--- src/verilog/id_pkg.sv ---
// shared widths, opcode/funct7 encodings and packet structs for the decode stage
package id_pkg;

    // vector types
    typedef logic [31:0] inst_t;      // instruction word
    typedef logic [31:0] addr_t;      // instruction address
    typedef logic [31:0] reg_data_t;  // gpr or csr value
    typedef logic [4:0]  reg_addr_t;  // gpr index
    typedef logic [11:0] csr_addr_t;  // csr number

    // major opcodes, inst[6:0]
    localparam logic [6:0] OPC_OP_IMM = 7'b0010011;
    localparam logic [6:0] OPC_OP     = 7'b0110011;
    localparam logic [6:0] OPC_LOAD   = 7'b0000011;
    localparam logic [6:0] OPC_STORE  = 7'b0100011;
    localparam logic [6:0] OPC_BRANCH = 7'b1100011;
    localparam logic [6:0] OPC_JAL    = 7'b1101111;
    localparam logic [6:0] OPC_JALR   = 7'b1100111;
    localparam logic [6:0] OPC_LUI    = 7'b0110111;
    localparam logic [6:0] OPC_AUIPC  = 7'b0010111;
    localparam logic [6:0] OPC_SYSTEM = 7'b1110011;

    // funct7 values seen on OPC_OP
    localparam logic [6:0] F7_BASE   = 7'b0000000;  // add, sll, srl ...
    localparam logic [6:0] F7_ALT    = 7'b0100000;  // sub, sra
    localparam logic [6:0] F7_MULDIV = 7'b0000001;  // m extension

    // fetch -> decode
    typedef struct packed {
        inst_t inst;
        addr_t inst_addr;
    } fetch_pkt_t;

    // decoder result
    typedef struct packed {
        reg_addr_t   reg1_raddr;
        reg_addr_t   reg2_raddr;
        logic        reg_we;
        reg_addr_t   reg_waddr;
        csr_addr_t   csr_addr;
        logic        csr_we;
        logic        mem_req;
        logic [27:0] pad;         // always zero
    } dec_ctrl_t;

    // decode -> execute
    typedef struct packed {
        inst_t     inst;
        addr_t     inst_addr;
        reg_data_t reg1_rdata;
        reg_data_t reg2_rdata;
        reg_data_t csr_rdata;
        logic      reg_we;
        reg_addr_t reg_waddr;
        logic      csr_we;
        csr_addr_t csr_waddr;
        logic      mem_req;
    } id_ex_pkt_t;

endpackage

--- src/verilog/id_decoder.sv ---
// combinational rv32im/zicsr field decode, gives read addresses and write controls
`timescale 1ns/1ps

module id_decoder (
    input  id_pkg::inst_t     inst_i,
    output id_pkg::dec_ctrl_t ctrl_o
);

    logic [6:0]        opcode;
    logic [2:0]        funct3;
    logic [6:0]        funct7;
    id_pkg::reg_addr_t rd;
    id_pkg::reg_addr_t rs1;
    id_pkg::reg_addr_t rs2;

    assign opcode = inst_i[6:0];
    assign funct3 = inst_i[14:12];
    assign funct7 = inst_i[31:25];
    assign rd     = inst_i[11:7];
    assign rs1    = inst_i[19:15];
    assign rs2    = inst_i[24:20];

    always_comb begin
        ctrl_o = '0;  // anything not listed decodes to all zero

        case (opcode)
            id_pkg::OPC_OP_IMM: begin
                ctrl_o.reg1_raddr = rs1;
                ctrl_o.reg_we     = 1'b1;
                ctrl_o.reg_waddr  = rd;
            end

            id_pkg::OPC_OP: begin
                if ((funct7 == id_pkg::F7_BASE) || (funct7 == id_pkg::F7_ALT)) begin
                    ctrl_o.reg1_raddr = rs1;
                    ctrl_o.reg2_raddr = rs2;
                    ctrl_o.reg_we     = 1'b1;
                    ctrl_o.reg_waddr  = rd;
                end else if (funct7 == id_pkg::F7_MULDIV) begin
                    ctrl_o.reg1_raddr = rs1;
                    ctrl_o.reg2_raddr = rs2;
                    ctrl_o.reg_waddr  = rd;
                    // div/rem write back later from the divider, not here
                    ctrl_o.reg_we     = ~funct3[2];
                end
            end

            id_pkg::OPC_LOAD: begin
                case (funct3)
                    3'd0, 3'd1, 3'd2, 3'd4, 3'd5: begin  // lb lh lw lbu lhu
                        ctrl_o.reg1_raddr = rs1;
                        ctrl_o.reg_we     = 1'b1;
                        ctrl_o.reg_waddr  = rd;
                        ctrl_o.mem_req    = 1'b1;
                    end
                    default: begin
                    end
                endcase
            end

            id_pkg::OPC_STORE: begin
                case (funct3)
                    3'd0, 3'd1, 3'd2: begin  // sb sh sw
                        ctrl_o.reg1_raddr = rs1;
                        ctrl_o.reg2_raddr = rs2;
                        ctrl_o.mem_req    = 1'b1;
                    end
                    default: begin
                    end
                endcase
            end

            id_pkg::OPC_BRANCH: begin
                case (funct3)
                    3'd0, 3'd1, 3'd4, 3'd5, 3'd6, 3'd7: begin
                        ctrl_o.reg1_raddr = rs1;
                        ctrl_o.reg2_raddr = rs2;
                    end
                    default: begin
                    end
                endcase
            end

            id_pkg::OPC_JAL, id_pkg::OPC_LUI, id_pkg::OPC_AUIPC: begin
                ctrl_o.reg_we    = 1'b1;
                ctrl_o.reg_waddr = rd;
            end

            id_pkg::OPC_JALR: begin
                ctrl_o.reg1_raddr = rs1;
                ctrl_o.reg_we     = 1'b1;
                ctrl_o.reg_waddr  = rd;
            end

            id_pkg::OPC_SYSTEM: begin
                ctrl_o.csr_addr = inst_i[31:20];  // csr number read for every system op
                case (funct3)
                    3'd1, 3'd2, 3'd3: begin  // csrrw csrrs csrrc
                        ctrl_o.reg1_raddr = rs1;
                        ctrl_o.reg_we     = 1'b1;
                        ctrl_o.reg_waddr  = rd;
                        ctrl_o.csr_we     = 1'b1;
                    end
                    3'd5, 3'd6, 3'd7: begin  // immediate forms, rs1 field is uimm
                        ctrl_o.reg_we    = 1'b1;
                        ctrl_o.reg_waddr = rd;
                        ctrl_o.csr_we    = 1'b1;
                    end
                    default: begin
                    end
                endcase
            end

            default: begin
            end
        endcase
    end

    // stores have no destination register
    always_comb begin
        a_store_no_we: assert (!((opcode == id_pkg::OPC_STORE) && ctrl_o.reg_we))
            else $error("store decoded with reg_we set");
    end

endmodule

--- src/verilog/id_ex_reg.sv ---
// one-entry decode/execute pipeline register with valid/ready handshake and flush
`timescale 1ns/1ps

module id_ex_reg (
    input  logic               clk,
    input  logic               rst_n_i,
    input  id_pkg::id_ex_pkt_t in_pkt_i,
    input  logic               in_valid_i,
    output logic               in_ready_o,
    input  logic               flush_i,
    output id_pkg::id_ex_pkt_t out_pkt_o,
    output logic               out_valid_o,
    input  logic               out_ready_i
);

    logic               valid_q;
    id_pkg::id_ex_pkt_t pkt_q;
    logic               in_fire;
    logic               out_fire;

    // a flush cycle always accepts, the item is thrown away anyway
    assign in_ready_o = !valid_q || out_ready_i || flush_i;
    assign in_fire    = in_valid_i && in_ready_o;
    assign out_fire   = valid_q && out_ready_i;

    always_ff @(posedge clk) begin
        if (!rst_n_i) begin
            valid_q <= 1'b0;
        end else if (flush_i) begin
            valid_q <= 1'b0;  // drop held and incoming
        end else if (in_fire) begin
            valid_q <= 1'b1;
        end else if (out_fire) begin
            valid_q <= 1'b0;
        end
    end

    always_ff @(posedge clk) begin
        if (in_fire && !flush_i) begin
            pkt_q <= in_pkt_i;
        end
    end

    assign out_pkt_o   = pkt_q;
    assign out_valid_o = valid_q;

    // stalled packet must not move
    a_hold_stable: assert property (
        @(posedge clk) disable iff (!rst_n_i)
        (out_valid_o && !out_ready_i) |=> $stable(out_pkt_o)
    ) else $error("out_pkt_o changed while stalled");

    a_reset_empty: assert property (
        @(posedge clk) !rst_n_i |=> !out_valid_o
    ) else $error("out_valid_o set after reset");

endmodule

--- src/verilog/id_stage_top.sv ---
// decode stage top, joins the decoder, operand read ports and the id/ex register
`timescale 1ns/1ps

module id_stage_top (
    input  logic                clk,
    input  logic                rst_n_i,

    // from fetch
    input  id_pkg::fetch_pkt_t  in_pkt_i,
    input  logic                in_valid_i,
    output logic                in_ready_o,

    // gpr and csr read ports, data returns in the same cycle
    output id_pkg::reg_addr_t   reg1_raddr_o,
    output id_pkg::reg_addr_t   reg2_raddr_o,
    output id_pkg::csr_addr_t   csr_raddr_o,
    input  id_pkg::reg_data_t   reg1_rdata_i,
    input  id_pkg::reg_data_t   reg2_rdata_i,
    input  id_pkg::reg_data_t   csr_rdata_i,

    input  logic                ex_jump_flag_i,  // redirect from execute

    // to execute
    output id_pkg::id_ex_pkt_t  out_pkt_o,
    output logic                out_valid_o,
    input  logic                out_ready_i
);

    id_pkg::dec_ctrl_t  dec_ctrl;
    id_pkg::id_ex_pkt_t dec_pkt;

    id_decoder u_decoder (
        .inst_i (in_pkt_i.inst),
        .ctrl_o (dec_ctrl)
    );

    assign reg1_raddr_o = dec_ctrl.reg1_raddr;
    assign reg2_raddr_o = dec_ctrl.reg2_raddr;
    assign csr_raddr_o  = dec_ctrl.csr_addr;

    always_comb begin
        dec_pkt.inst       = in_pkt_i.inst;
        dec_pkt.inst_addr  = in_pkt_i.inst_addr;
        dec_pkt.reg1_rdata = reg1_rdata_i;
        dec_pkt.reg2_rdata = reg2_rdata_i;
        dec_pkt.csr_rdata  = csr_rdata_i;
        dec_pkt.reg_we     = dec_ctrl.reg_we;
        dec_pkt.reg_waddr  = dec_ctrl.reg_waddr;
        dec_pkt.csr_we     = dec_ctrl.csr_we;
        dec_pkt.csr_waddr  = dec_ctrl.csr_addr;  // write back to the csr that was read
        dec_pkt.mem_req    = dec_ctrl.mem_req;
    end

    id_ex_reg u_id_ex (
        .clk         (clk),
        .rst_n_i     (rst_n_i),
        .in_pkt_i    (dec_pkt),
        .in_valid_i  (in_valid_i),
        .in_ready_o  (in_ready_o),
        .flush_i     (ex_jump_flag_i),
        .out_pkt_o   (out_pkt_o),
        .out_valid_o (out_valid_o),
        .out_ready_i (out_ready_i)
    );

    // one cycle from accepted fetch to valid execute packet
    a_one_cycle: assert property (
        @(posedge clk) disable iff (!rst_n_i)
        (in_valid_i && in_ready_o && !ex_jump_flag_i) |=> out_valid_o
    ) else $error("accepted instruction did not reach execute");

endmodule

--- config.mk ---
export PLATFORM = sky130hd
export DESIGN_NAME = id_stage_top
export DESIGN_NICKNAME = d
export VERILOG_FILES = /design/src/verilog/id_pkg.sv /design/src/verilog/id_decoder.sv /design/src/verilog/id_ex_reg.sv /design/src/verilog/id_stage_top.sv
export SDC_FILE = /design/constraint.sdc
export NUM_CORES = 1
export LEC_CHECK = 0
export BUFFER_PORTS_ARGS = -buffer_cell sky130_fd_sc_hd__buf_2
export CAP_MARGIN = 20
export CORE_AREA = 2 2 145 147
export CTS_CLUSTER_SIZE = 25
export DETAILED_ROUTE_END_ITERATION = 8
export DIE_AREA = 0 0 147 149
export GPL_ROUTABILITY_DRIVEN = 0
export PLACE_DENSITY = 0.59
export SETUP_SLACK_MARGIN = 0.02
export SLEW_MARGIN = 20
export SYNTH_ARGS = -nofsm -noshare
export SYNTH_HDL_FRONTEND = slang
export SYNTH_HIERARCHICAL = 1
export SYNTH_SLANG_ARGS = --single-unit
export TNS_END_PERCENT = 10
--- constraint.sdc ---
create_clock -name clk -period 18.2 [get_ports clk]
set_input_delay 2.73 -clock clk [delete_from_list [all_inputs] [get_ports clk]]
set_output_delay 2.73 -clock clk [all_outputs]
set_load 0.1 [all_outputs]
==> metrics, run 1 <==
Post-Layout Inst Area=8830 µm²; final setup vio count=0; most frequent CP cell=buf_2; placed inst area=8260 µm²; CP Max Fanout=13; Max Cap Viol=0; clock sink count=approximately 180; DIE HEIGHT=149 µm; slew margin rel.=a little over a quarter; routed wire length=15900 µm; area occupied by multi-input gates=624 µm²; VDD IR-drop max=between 50 and 60 µV; Layout Cells excl Fill=946; die area=21900 µm²; synthesis warning total=6; Worst Path Required=roughly 15 ns; syn_area_per_cell=22.2 µm²; leak pwr=3.74 nW; Std-Cell Rows=between 50 and 60; first-pass GRT wire length=23100 µm; DR pass1 iterations=6; CP endpoint kind=output pin; FMAX=0.138 GHz; HPWL after DPL=12000 µm; Slew @ Worst Pin=1.09 ns; aggregate global routing overflow=0; R2R setup slack=16.26 ns; Pwr Density=113 nW/µm²; Post-Place Cells=914; CTS tree=yes; core box area=20600 µm²; crit path kind=in -> out; Initial Util=29.6%; clk root buf=clkbuf_16; Post-CTS Setup Repair Bufs=0; vias in the first global route=4107; Layout Area Growth over Synthesis=45.1%; Worst EP arrival=4.50 ns; outcome=complete, no violations; GRT Util Overall=14.0%; number of CTS-inserted buffers=17; DR vias=4057; Reg clk slew, reported paths=0.08 ns; initial antenna violation count=0; Pwr Total=1.00 mW; CP bufs+invs=2; n_diodes=0; peak per-stage delay on the critical path=0.72 ns; worst hold path class=reg -> reg; post-CTS sizing=0; synthesized cell area=between 6000 and 7000 µm²; largest net degree at the start of global routing=181; I/O pin count=369; Slew Viols, Final=0; clk buf depth=2; CP max stage cell=nor3_2; RSZ-0062 raised after global routing=false; FILL cells=1902; Port Buf Inserts=368; skew final=roughly 0.012 ns; Iteration-0 DRC Markers=around 190; layout cells sized above 1=61.3%; crit-path leading delay family=simple AND/OR/NAND/NOR gates; Antenna Nets Post-Route=0; Clock Latency Late Sink=0.42 ns; cells after synthesis=274; final period utilization=39.7%; Final nets=823; syn nets=439; die width=147 µm; CP cell instances=buf_2, nand3b_1, nor3_2, and2_1, buf_2; htree depth=4; Register Area=~5400 µm²; Final Hold Vio Count=0; routed length per instance=16.8 µm; # DRC=0; post-layout min period=7.23 ns; crit path launch type=input pin; via/cell ratio=~4.3; setup TNS=0 ns; hold_buf cts=0
-- cell usage in the layout, fill, tap and decap left out, drive strengths merged --
cell / instances
buf: 369
edfxtp: 180
and2: 23
clkbuf: 17
nand3: 12
nand2: 9
inv: 8
o211ai: 7
clkinv: 6
nor3: 5
clkinvlp: 3
o211a: 3
nor2: 3
o21ai: 3
nand3b: 2
o21a: 2
nand2b: 2
a21oi: 2
nor2b: 2
nor4b: 1
or2: 1
a31oi: 1
and3b: 1
and4b: 1
a32oi: 1
nand4b: 1
a21o: 1
a21bo: 1
a311oi: 1
or3: 1
nor3b: 1
dfxtp: 1
-- stage by stage --
| stage | util, % | hold WS, ns | worst slack, ns |
|---|---|---|---|
| after floorplan | - | 1.14 | 7.89 |
| after CTS | 43.0 | 0.695 | 10.95 |
| after global routing | 43.0 | 0.702 | 10.80 |
| final | 43.0 | 0.686 | 10.97 |
| after global placement | 40.2 | 0.651 | 11.02 |
| after detailed placement | 40.2 | 0.683 | 10.95 |
-- flip-flops by register name, summed over array words and instances, names as in the netlist --
| name | flops |
|---|---|
| u_id_ex/out_valid_o | 1 |
| u_id_ex/out_pkt_o | 180 |
-- worst register-to-register path, stage by stage (launching register included) --
cell and delay [ns]:
dfxtp_1 0.31, nor2b_4 0.13, nor3b_4 0.20, buf_12 0.58
-- final timing paths --
path                       start                    end  cells after the start
min          u_id_ex/out_valid_o    u_id_ex/out_valid_o                      2
max                 in_pkt_i[35]        csr_raddr_o[11]                      5
max reg2reg  u_id_ex/out_valid_o  u_id_ex/out_pkt_o[17]                      3
min reg2reg  u_id_ex/out_valid_o    u_id_ex/out_valid_o                      2
-- metal layers --
layer / vias up / wire length (µm) / global-route usage (%)
met3: 19 / 1330 / 4.98
met1: 1955 / 6250 / 16.5
li1: 1857 / - / -
met5: - / 0 / 0
met2: 226 / 8000 / 23.4
met4: 0 / 325 / 5.91
-- power breakdown --
part / internal (mW) / leakage (nW) / switching [mW] / total, mW
Sequential: 0.478 / 1.72 / 0.00372 / 0.482
Clock: 0.181 / 0.270 / 0.170 / 0.351
Combinational: 0.0254 / 1.75 / 0.141 / 0.166
-- layout make-up --
class | instances | share of cell area (%)
clock buffer | 17 | 4.82
clock inverter | 15 | 1.64
inverter | 2 | 0.0850
multi-input combinational | 87 | 7.07
sequential | 181 | 61.4
tap | 275 | 3.90
timing repair buffer | 369 | 21.1
Power figures use the tool's default switching activity.
==> run 2: changes to the inputs <==
- CORE_AREA: 2 2 145 147 -> 2 2 142 144
- DIE_AREA: 0 0 147 149 -> 0 0 144 146
- PLACE_DENSITY: 0.59 -> 0.64
- clock period: 18.2 -> 6.2 ns (I/O delays scaled with it)
==> metrics, run 2 (synthesis gave the netlist of run 1 again) <==
largest net degree at the start of global routing=181 (unchanged); htree depth=4 (unchanged); hold slack=0.683 ns (-0.00332 ns); final period utilization=58.3%; routed wire length=16700 µm (+5.0%); reg2reg path depth=3 (unchanged); first-pass GRT wire length=24300 µm (+5.0%); CP endpoint kind=output pin; GRT Util Overall=15.7% (+1.7 points); Seq pwr share=47.6% (-0.6 points); Pwr Density=336 nW/µm² (+200%); worst hold path class=in -> reg; Max Cap Viol=0 (unchanged); die width=144 µm (-2.0%); Reg clk slew, reported paths=0.07 ns (about the same); VDD IR-drop max=176 µV (+210%); slew margin rel.=35.5% (+8.2 points); Std-Cell Rows=51 (-3.8%); Clock power frac=35.9% (+0.7 points); DIE HEIGHT=146 µm (-2.0%); Antenna Nets Post-Route=0 (unchanged); via/cell ratio=4.28 (about the same); Slew @ Worst Pin=0.967 ns (-0.122 ns); vias in the first global route=4084 (-0.56%); FMAX=0.277 GHz; number of CTS-inserted buffers=17 (unchanged); clk root buf=clkbuf_16; # DRC=0 (unchanged); pre-CTS setup slack=2.56 ns (-8.39 ns); Register Area=5430 µm² (unchanged); skew final=0.00794 ns (-0.00421 ns); RSZ-0062 raised after global routing=false; leak pwr=3.75 nW (+0.25%); outcome=complete, no violations; switching share of power=31.0% (-0.51 points); P_sw=0.920 mW (+190%); Comb pwr share=16.5% (-0.2 points); layout cells sized above 1=61.5% (+0.24 points); Clock Latency Late Sink=0.42 ns (about the same); HPWL after DPL=12700 µm (+6.2%); Layout Area Growth over Synthesis=45.4%; commonest cells after routing, fill and taps aside=368 x buf_2, 180 x edfxtp_1, 23 x and2_1; setup TNS=0 ns (unchanged); r2r startpoint=u_id_ex/out_valid_o; max reg flops=180 (unchanged); Final nets=823 (unchanged); clock sink count=181 (unchanged); die area=21000 µm² (-4.0%); clk buf depth=2 (unchanged); FILL cells=1756 (-7.7%); routed length per instance=17.8 µm (+6.0%); setup ws final=2.58 ns (-8.38 ns); area occupied by multi-input gates=624 µm² (unchanged); Slew Viols, Final=0 (unchanged); CTS tree=yes; worst hold start=reg2_rdata_i[17]; Initial Util=31.5% (+1.9 points); initial antenna violation count=2 (+2); FF-to-FF End=u_id_ex/out_pkt_o[154]; Worst EP arrival=2.69 ns (-1.81 ns); post-CTS sizing=0 (unchanged); crit path kind=in -> out; Iteration-0 DRC Markers=199 (+6.4%); I/O pin count=369 (unchanged); aggregate global routing overflow=0 (unchanged); core box area=19300 µm² (-5.9%); most common cell after layout, fill and taps aside=buf_2; Worst Hold Depth=1 (-1); hold_buf cts=0 (unchanged); crit path launch type=input pin; Worst Path Required=5.27 ns (-10.20 ns); Port Buf Inserts=368 (unchanged); final setup vio count=0 (unchanged); post-layout min period=3.62 ns; Final Hold Vio Count=0 (unchanged); DR pass1 iterations=5 (-1); Post-CTS Setup Repair Bufs=0 (unchanged); R2R setup slack=4.34 ns (-11.92 ns); DR vias=4015 (-1.0%); Pint=2.05 mW (+200%); hold endpoint=u_id_ex/out_pkt_o[69]; CP Max Fanout=13 (unchanged)
## run 2: cell types whose count changed in the layout (fill, tap and decap cells not counted), sizes merged
cell    before  now
bufinv       0    1
clkinv       6    4
diode        0    2
## run 2: area by class of cell
cell class	instances	share of cell area [%]
inverters	2	0.0849
repair buffers	369	21.0
clock buffers	17	4.81
clock inverters	14	1.87
diodes	2	0.0566
multi-input cells	87	7.06
well taps	265	3.75
flip-flops and latches	181	61.3
## run 2: how the worst max path moves through the flow
stage | from | to | cells after the start
floorplan | out_ready_i | u_id_ex/out_pkt_o[0] | 2
global placement | in_pkt_i[35] | csr_raddr_o[9] | 5
detailed placement | in_pkt_i[35] | csr_raddr_o[6] | 5
CTS | in_pkt_i[35] | csr_raddr_o[6] | 5
global route | in_pkt_i[35] | csr_raddr_o[2] | 5
finish | in_pkt_i[35] | csr_raddr_o[11] | 5
## run 2: metrics by stage
step | area (µm²) | instances | utilization [%] | power [mW]
after floorplan | 6090 | 274 | - | 1.82
after global placement | 8250 | 904 | 42.7 | 1.93
after detailed placement | 8250 | 904 | 42.7 | 1.93
after CTS | 8840 | 935 | 45.7 | 3.01
after global routing | 8850 | 937 | 45.8 | 3.07
final | 8850 | 937 | 45.8 | 2.97
## run 2: routing by layer
metal	track usage, %	vias to the layer above	part of all wire [%]	routed length (µm)
li1	-	1859	-	-
met1	17.8	1920	37	6130
met2	27.1	216	52	8690
met5	0	-	0	0
met3	5.89	20	9.4	1580
met4	5.44	0	1.7	292
## run 2: critical path: stages
cell and delay [ns]:
buf_2 0.11, nand3b_1 0.25, nor3_2 0.70, and2_1 0.26, buf_2 0.43
## run 2: power groups by stage
stage | Combinational [mW] | Clock [mW] | Sequential, mW
global route | 0.507 | 1.15 | 1.42
floorplan | 0.0420 | 0 | 1.78
global placement | 0.489 | 0 | 1.44
finish | 0.489 | 1.07 | 1.41
detailed placement | 0.492 | 0 | 1.44
CTS | 0.492 | 1.10 | 1.41
